`src/fp16_pkg.sv`:
```
// binary16 field struct, field widths, exponent bias and special encodings
package fp16_pkg;

    // field widths of an IEEE binary16 number
    localparam int FP16_EXP_W  = 5;
    localparam int FP16_FRAC_W = 10;

    // biased exponent, value = 1.f * 2^(exp - bias)
    localparam int FP16_EXP_BIAS = 15;

    // all ones exponent, inf and nan live here
    localparam int FP16_EXP_MAX = 31;

    // significand with the hidden bit restored
    localparam int SIG_W = FP16_FRAC_W + 1;

    // significand plus two guard bits below the fraction
    localparam int EXT_W = SIG_W + 2;

    typedef struct packed {
        logic                   sign;
        logic [FP16_EXP_W-1:0]  exp;
        logic [FP16_FRAC_W-1:0] frac;
    } fp16_t;

    // saturation value on overflow, +infinity
    localparam fp16_t FP16_POS_INF = 16'h7C00;

    // every zero result leaves as +0
    localparam fp16_t FP16_POS_ZERO = 16'h0000;

endpackage

```
`src/mac_stage_pkg.sv`:
```
// packed structs between the mac pipeline stages and the normalizer flag struct
package mac_stage_pkg;
    import fp16_pkg::*;

    // multiplier stage 1 -> stage 2, register R1
    typedef struct packed {
        logic                  sign_a;
        logic                  sign_b;
        logic [FP16_EXP_W-1:0] exp_a;
        logic [FP16_EXP_W-1:0] exp_b;
        logic [EXT_W-1:0]      product;
        logic                  carry;
        logic                  zero;
    } mul_stage_t;

    // one signed-magnitude operand of the adder
    typedef struct packed {
        logic             sign;
        logic [EXT_W-1:0] sig;
    } add_operand_t;

    // after alignment, register R2
    typedef struct packed {
        add_operand_t          shifted;
        add_operand_t          unshifted;
        logic [FP16_EXP_W-1:0] exp;
        logic                  product_ovf;
    } align_stage_t;

    // after magnitude add or subtract, register R3
    typedef struct packed {
        logic                  sign;
        logic [EXT_W-1:0]      sum;
        logic                  carry;
        logic [FP16_EXP_W-1:0] exp;
        logic                  product_ovf;
    } sum_stage_t;

    typedef struct packed {
        logic overflow;
        logic underflow;
        logic inexact;
    } mac_flags_t;

endpackage

```
`src/fp_add_align.sv`:
```
// add stage 1: exponent compare and right shift of the smaller operand
`timescale 1ns/1ps

module fp_add_align import fp16_pkg::*, mac_stage_pkg::*; (
    input  fp16_t        product,
    input  fp16_t        accum,
    input  logic         product_ovf,
    output align_stage_t stage
);

    add_operand_t          op_prod;
    add_operand_t          op_acc;
    logic                  prod_larger;
    logic [FP16_EXP_W-1:0] exp_diff;

    // zero exponent gives a zero significand, otherwise 1.f followed by guard bits
    assign op_prod.sign = product.sign;
    assign op_prod.sig  = (product.exp == '0) ? '0 : {1'b1, product.frac, 2'b00};
    assign op_acc.sign  = accum.sign;
    assign op_acc.sig   = (accum.exp == '0) ? '0 : {1'b1, accum.frac, 2'b00};

    // ties shift the accumulate operand
    assign prod_larger = product.exp >= accum.exp;
    assign exp_diff    = prod_larger ? (product.exp - accum.exp)
                                     : (accum.exp - product.exp);

    always_comb begin
        stage.product_ovf = product_ovf;
        if (prod_larger) begin
            stage.exp            = product.exp;
            stage.unshifted      = op_prod;
            stage.shifted.sign   = op_acc.sign;
            // bits pushed past the guard bits are lost
            stage.shifted.sig    = op_acc.sig >> exp_diff;
        end else begin
            stage.exp            = accum.exp;
            stage.unshifted      = op_acc;
            stage.shifted.sign   = op_prod.sign;
            stage.shifted.sig    = op_prod.sig >> exp_diff;
        end
    end

endmodule

```
`src/fp_add_combine.sv`:
```
// add stage 2: signed-magnitude add or subtract of the aligned significands
`timescale 1ns/1ps

module fp_add_combine import fp16_pkg::*, mac_stage_pkg::*; (
    input  align_stage_t stage_in,
    output sum_stage_t   stage_out
);

    logic             same_sign;
    logic             shifted_larger;
    logic [EXT_W:0]   mag_sum;
    logic [EXT_W-1:0] mag_diff;

    assign same_sign      = stage_in.shifted.sign == stage_in.unshifted.sign;
    assign shifted_larger = stage_in.shifted.sig > stage_in.unshifted.sig;

    assign mag_sum  = {1'b0, stage_in.shifted.sig} + {1'b0, stage_in.unshifted.sig};
    // larger minus smaller, never negative
    assign mag_diff = shifted_larger ? (stage_in.shifted.sig - stage_in.unshifted.sig)
                                     : (stage_in.unshifted.sig - stage_in.shifted.sig);

    assign stage_out.sum   = same_sign ? mag_sum[EXT_W-1:0] : mag_diff;
    assign stage_out.carry = same_sign && mag_sum[EXT_W];
    // sign of the larger magnitude, equal magnitudes are cleaned up in the normalizer
    assign stage_out.sign  = (same_sign || !shifted_larger) ? stage_in.unshifted.sign
                                                            : stage_in.shifted.sign;
    assign stage_out.exp         = stage_in.exp;
    assign stage_out.product_ovf = stage_in.product_ovf;

endmodule

```
`src/fp_add_normalize.sv`:
```
// add stage 3: leading-one normalize, truncate, exponent adjust and result flags
`timescale 1ns/1ps

module fp_add_normalize import fp16_pkg::*, mac_stage_pkg::*; (
    input  sum_stage_t stage,
    output fp16_t      result,
    output mac_flags_t flags
);

    logic [3:0]              lead_pos;
    logic [3:0]              shift;
    logic [EXT_W-1:0]        norm;
    logic signed [FP16_EXP_W+1:0] exp_adj;
    logic                    is_zero;
    logic                    ovf;
    logic                    unf;
    logic                    dropped;

    // priority search, the highest set bit wins
    always_comb begin
        lead_pos = '0;
        for (int i = 0; i < EXT_W; i++) begin
            if (stage.sum[i]) begin
                lead_pos = 4'(i);
            end
        end
    end

    assign is_zero = (stage.sum == '0) && !stage.carry;
    assign shift   = stage.carry ? '0 : 4'(EXT_W - 1) - lead_pos;

    // carry means one right shift, otherwise move the leading one up to the hidden bit
    assign norm = stage.carry ? {1'b1, stage.sum[EXT_W-1:1]} : (stage.sum << shift);
    assign dropped = stage.carry ? (|stage.sum[2:0]) : (|norm[1:0]);

    // exp + carry - shift, signed so that underflow shows as <= 0
    assign exp_adj = {2'b00, stage.exp} + {{(FP16_EXP_W+1){1'b0}}, stage.carry}
                   - {3'b000, shift};
    assign ovf = !is_zero && (exp_adj >= $signed((FP16_EXP_W+2)'(FP16_EXP_MAX)));
    assign unf = !is_zero && (exp_adj <= $signed((FP16_EXP_W+2)'(0)));

    // overflowed results are replaced by +inf at the top level
    always_comb begin
        result.sign = stage.sign;
        result.exp  = exp_adj[FP16_EXP_W-1:0];
        // truncation, guard bits are just discarded
        result.frac = norm[EXT_W-2:2];
        if (is_zero || unf) begin
            result = FP16_POS_ZERO;
        end
    end

    assign flags.overflow  = ovf;
    assign flags.underflow = unf;
    assign flags.inexact   = !is_zero && (dropped || unf);

endmodule

```
`src/fp_mul_exponent.sv`:
```
// multiply stage 2: product sign, biased exponent sum, overflow and underflow
`timescale 1ns/1ps

module fp_mul_exponent import fp16_pkg::*, mac_stage_pkg::*; (
    input  mul_stage_t stage,
    output fp16_t      product,
    output logic       ovf
);

    // wide enough for e1 + e2 + carry without wrap
    logic [FP16_EXP_W+1:0] exp_sum;
    logic [FP16_EXP_W+1:0] exp_unbiased;
    logic                  unf;

    assign exp_sum = {2'b00, stage.exp_a} + {2'b00, stage.exp_b}
                   + {{(FP16_EXP_W+1){1'b0}}, stage.carry};
    assign exp_unbiased = exp_sum - (FP16_EXP_W+2)'(FP16_EXP_BIAS);

    // range checks done on the biased sum so no signed math is needed
    assign unf = exp_sum <= (FP16_EXP_W+2)'(FP16_EXP_BIAS);
    assign ovf = !stage.zero
               && (exp_sum >= (FP16_EXP_W+2)'(FP16_EXP_MAX + FP16_EXP_BIAS));

    always_comb begin
        product.sign = stage.sign_a ^ stage.sign_b;
        // fraction below the hidden bit, guard bits dropped
        product.frac = stage.product[EXT_W-2:2];
        product.exp  = exp_unbiased[FP16_EXP_W-1:0];
        if (stage.zero || unf) begin
            product = FP16_POS_ZERO;
        end else if (ovf) begin
            // top level saturates anyway, keep the exponent pinned high
            product.exp = FP16_EXP_W'(FP16_EXP_MAX);
        end
    end

endmodule

```
`src/fp_mul_significand.sv`:
```
// multiply stage 1: zero detect, sign and exponent split, 11x11 significand product
`timescale 1ns/1ps

module fp_mul_significand import fp16_pkg::*, mac_stage_pkg::*; (
    input  fp16_t      a,
    input  fp16_t      b,
    output mul_stage_t stage
);

    // hidden bits restored
    logic [SIG_W-1:0]   sig_a;
    logic [SIG_W-1:0]   sig_b;
    // full product, 2.20 fixed point
    logic [2*SIG_W-1:0] prod;

    assign sig_a = {1'b1, a.frac};
    assign sig_b = {1'b1, b.frac};
    assign prod  = sig_a * sig_b;

    assign stage.sign_a = a.sign;
    assign stage.sign_b = b.sign;
    assign stage.exp_a  = a.exp;
    assign stage.exp_b  = b.exp;

    // subnormals count as zero, exponent field 0 on either side
    assign stage.zero = (a.exp == '0) || (b.exp == '0);

    // top bit set means product in [2,4), take one bit higher and bump exponent later
    assign stage.carry   = prod[2*SIG_W-1];
    assign stage.product = prod[2*SIG_W-1] ? prod[2*SIG_W-1 -: EXT_W]
                                           : prod[2*SIG_W-2 -: EXT_W];

endmodule

```
`src/mac_unit.sv`:
```
// fp16 mac top level: multiply and accumulate stages, R1-R3 pipeline registers, saturation
`timescale 1ns/1ps

module mac_unit import fp16_pkg::*, mac_stage_pkg::*; (
    input  logic  clk,
    input  logic  nRST,
    input  fp16_t in_value,
    input  fp16_t weight,
    input  fp16_t in_accumulate,
    output fp16_t out_accumulate
);

    // R1: between the two multiply stages
    mul_stage_t   mul_d;
    mul_stage_t   mul_q;
    // R2: after alignment, in_accumulate joins here one cycle after its operands
    align_stage_t align_d;
    align_stage_t align_q;
    // R3: after the magnitude add
    sum_stage_t   sum_d;
    sum_stage_t   sum_q;

    fp16_t        product;
    logic         product_ovf;
    fp16_t        norm_result;
    mac_flags_t   flags;

    // multiply, stage 1
    fp_mul_significand mul_sig_i (
        .a     (in_value),
        .b     (weight),
        .stage (mul_d)
    );

    always_ff @(posedge clk or negedge nRST) begin
        if (!nRST) begin
            mul_q <= '0;
        end else begin
            mul_q <= mul_d;
        end
    end

    // multiply, stage 2
    fp_mul_exponent mul_exp_i (
        .stage   (mul_q),
        .product (product),
        .ovf     (product_ovf)
    );

    // accumulate, align
    fp_add_align align_i (
        .product     (product),
        .accum       (in_accumulate),
        .product_ovf (product_ovf),
        .stage       (align_d)
    );

    always_ff @(posedge clk or negedge nRST) begin
        if (!nRST) begin
            align_q <= '0;
        end else begin
            align_q <= align_d;
        end
    end

    // accumulate, add
    fp_add_combine combine_i (
        .stage_in  (align_q),
        .stage_out (sum_d)
    );

    always_ff @(posedge clk or negedge nRST) begin
        if (!nRST) begin
            sum_q <= '0;
        end else begin
            sum_q <= sum_d;
        end
    end

    // accumulate, normalize straight off R3
    fp_add_normalize normalize_i (
        .stage  (sum_q),
        .result (norm_result),
        .flags  (flags)
    );

    // overflow in either phase saturates to +inf
    assign out_accumulate = (flags.overflow || sum_q.product_ovf) ? FP16_POS_INF
                                                                  : norm_result;

endmodule
```
`config.mk`:
```
export PLATFORM = sky130hd
export DESIGN_NAME = mac_unit
export DESIGN_NICKNAME = d
export VERILOG_FILES = /design/src/fp16_pkg.sv /design/src/mac_stage_pkg.sv /design/src/fp_add_align.sv /design/src/fp_add_combine.sv /design/src/fp_add_normalize.sv /design/src/fp_mul_exponent.sv /design/src/fp_mul_significand.sv /design/src/mac_unit.sv
export SDC_FILE = /design/constraint.sdc
export NUM_CORES = 1
export LEC_CHECK = 0
export BUFFER_PORTS_ARGS = -buffer_cell sky130_fd_sc_hd__clkbuf_2
export CAP_MARGIN = 5
export CORE_ASPECT_RATIO = 0.6
export CORE_MARGIN = 2
export CORE_UTILIZATION = 47
export CTS_BUF_LIST = sky130_fd_sc_hd__clkbuf_16
export DETAILED_ROUTE_END_ITERATION = 7
export PLACE_DENSITY = 0.68
export SLEW_MARGIN = 20
export SYNTH_ARGS = -nofsm -noshare
export SYNTH_HDL_FRONTEND = slang
export SYNTH_SLANG_ARGS = --single-unit
```
`constraint.sdc`:
```
create_clock -name clk -period 6.3 [get_ports clk]
set_input_delay 0.315 -clock clk [delete_from_list [all_inputs] [get_ports clk]]
set_output_delay 0.315 -clock clk [all_outputs]
set_load 0.005 [all_outputs]
```
==> results.toml <==
[timing]
min_period_ns = 5.71
setup_viol = 0
tightest_slew_ns = 1.04
timing.fmax_mhz = 175
final-hold-violation-count = 0
fin_crit_sh = 0.907
final_max_slew_viol_count = 0
maxSlewHeadroom = 0.301
setup_tns_ns = 0
fin_skew_ns = 0.0117
rsz0062_at_grt = "false"

[global_routing]
grt_usage = 0.223
grt_pass1_wl_mm = 41.9
grt_pass1_vias = 8078
antenna_found_initial = 0
grt_max_degree = 78
grt-ovfl-total = 0

[floorplanning]
coreArea_sq_mm = 0.0213
ioPinCount = 66
rows = 41
die_h_um = 119
die_w_um = 195
start_util = 0.484
die_area_sq_mm = 0.0232

[placement]
place_congestion = 0.930
io_buffer_count = 65
hpwlAfterDp_mm = 20.6

[routing]
drt_pre_antenna_iters = 5
drc = 0
wl_per_cell_um = 17.0
via_per_inst = 5.82
drtIter0Drc = 736
drt_wl_total_mm = 25.2
vias = 8623
drtAntennaViolNets = 0

[cts]
cts_made_buffers = 9
postCtsSetupRepairBufs = 0
cts_sinks = 77
clockBufferDepth = 2
root_buffer = "clkbuf_16"
holdBufCountCts = 0
clock_latency_ns = 0.34
h-tree-depth = 3
ctsResizeCount = 0
cts_tree = "yes"
cts.clk_slew.worst_paths_ns = 0.06

[worst_setup_path]
critPathCaptureType = "output port"
worst_path_most_repeated_cell = "nand2b_1"
rr_worst_depth = 21
critPathBufInv = 3
rrSetupSlack_ns = 0.76
r2r-end = "align_q[25]$_DFF_PN0_"
crit_arrival_ns = 5.40
path_cells = "nand2b_1 -> a21oi_1 -> o21bai_1 -> a211oi_1 -> inv_1 -> ha_1 -> nand2_1 -> clkinv_1 -> fa_1 -> nor2b_1 -> o21ai_0 -> nand2b_1 -> xnor2_1 -> and3_1 -> a221o_1 -> or4_1 -> a221oi_1 -> clkbuf_2"
max_stage_delay_ns = 0.64
critPathKind = "reg -> out"
path_delay_family = "simple AND/OR/NAND/NOR gates"
crit_path_start_kind = "flip-flop"
reg2reg_from = "mul_q[1]$_DFF_PN0_"
slowest_stage = "or4_1"
cp_max_fo = 10
worstPathRequired_ns = 5.98

[logic_synthesis]
synth_nets = 1403
async_reset_ff_frac = 1.00
synth-compound-area-share = 0.183
synth_mux_area_frac = 0.0434
synth-edff-count = 0
synth_area_sq_mm = 0.0103
synthDistinctLibCells = 88
synthAdderAreaFrac = 0.302
synthSimpleGateAreaFrac = 0.175
synth_seq_cells = 77
yosysTopAreaCell = "dfrtp_1"
yosysSeqAreaShare = 0.187
synth_common_cells = "inv_1, ha_1, nand2_1"
ys.flop_type = "dfrtp_1"
synth_top_family_by_area = "adder cells"
syn_area_per_cell_sq_um = 8.92
synth.most_common_cell = "inv_1"
synth_top_area_share = 0.187
synth_xor_area_frac = 0.0388
synth_cells = 1156
yosysWarnings = 0
ys_top_cells_by_area = "dfrtp_1, fa_1, ha_1"

[layout]
antenna_cells = 0
area_growth_pct = 8.68
ff_latch_area_sq_mm = 0.00193
multiInputGateArea_sq_mm = 0.00765
layout-drive-gt1-share = 0.108
finalNetCount = 1445
fillers = 1911

[status]
status = "finished, final reports clean"

[worst_hold_path]
hp-class = "in -> reg"
hold_path.startpoint = "weight[15]"
hold_path_depth = 1
hold_end = "mul_q[25]$_DFF_PN0_"

[run]
maxCapViolCount = 0
==> placed cells by master, fill, tap and decap left out, drive strengths merged, types with 11 or more instances in the layout <==
master / instances
inv: 142
ha: 111
nand2: 99
fa: 86
dfrtp: 77
clkbuf: 73
and2: 66
a21oi: 63
nor2: 58
o21ai: 49
mux2i: 29
xnor2: 28
nor3: 22
nand3: 19
nand2b: 17
a211oi: 17
and3: 16
o21bai: 13
a21o: 13
a31oi: 13
buf: 11
==> state kept, by name, indices dropped and copies added, names as in the netlist <==
| name | count |
|---|---|
| align_q | 32 |
| sum_q | 21 |
| mul_q | 24 |
==> worst max path at each step <==
| stage | start | endpoint | cells past startpoint |
|---|---|---|---|
| detailed placement | in_value[2] | mul_q[5]$_DFF_PN0_ | 21 |
| global placement | weight[9] | mul_q[5]$_DFF_PN0_ | 21 |
| floorplan | weight[4] | mul_q[5]$_DFF_PN0_ | 20 |
| global route | sum_q[18]$_DFF_PN0_ | out_accumulate[4] | 19 |
| CTS | sum_q[9]$_DFF_PN0_ | out_accumulate[6] | 18 |
| finish | sum_q[9]$_DFF_PN0_ | out_accumulate[6] | 18 |
==> stage by stage <==
| step | hold WS [ns] | cell area [sq um] | utilization | setup WS [ns] | cells |
|---|---|---|---|---|---|
| floorplan | 0.0194 | 10300 | - | 0.901 | 1156 |
| global placement | 0.333 | 10900 | 0.510 | 0.660 | 1466 |
| detailed placement | 0.343 | 10900 | 0.510 | 0.442 | 1466 |
| CTS | 0.0704 | 11200 | 0.526 | 0.653 | 1481 |
| global route | 0.0678 | 11200 | 0.526 | 0.177 | 1481 |
| finish | 0.0815 | 11200 | 0.526 | 0.588 | 1481 |
==> metal layers <==
layer / wire, um / vias to the layer above / track usage
met5: 0 / - / 0
met4: 118 / 0 / 0.0262
met3: 2140 / 13 / 0.0514
met2: 10000 / 334 / 0.304
met1: 13000 / 4189 / 0.361
li1: - / 4087 / -
==> final cells by class <==
type,count,share of cell area
Multi-Input combinational cell,892,0.683
Sequential cell,77,0.172
Inverter,143,0.0479
Timing Repair Buffer,75,0.0360
Tap cell,279,0.0312
Clock buffer,9,0.0201
Clock inverter,6,0.0100
==> logic make-up after synthesis <==
kind of cell,after synthesis
adders and majority gates,197
xor gates and xnor gates,38
buffers and inverters,187
muxes,40
and+or+nand+nor,350
DFF,77
AOI/OAI and AO/OA,267
Power is not shown: default switching activity piles up to over one toggle a cycle in this logic, so the estimate is an artifact.
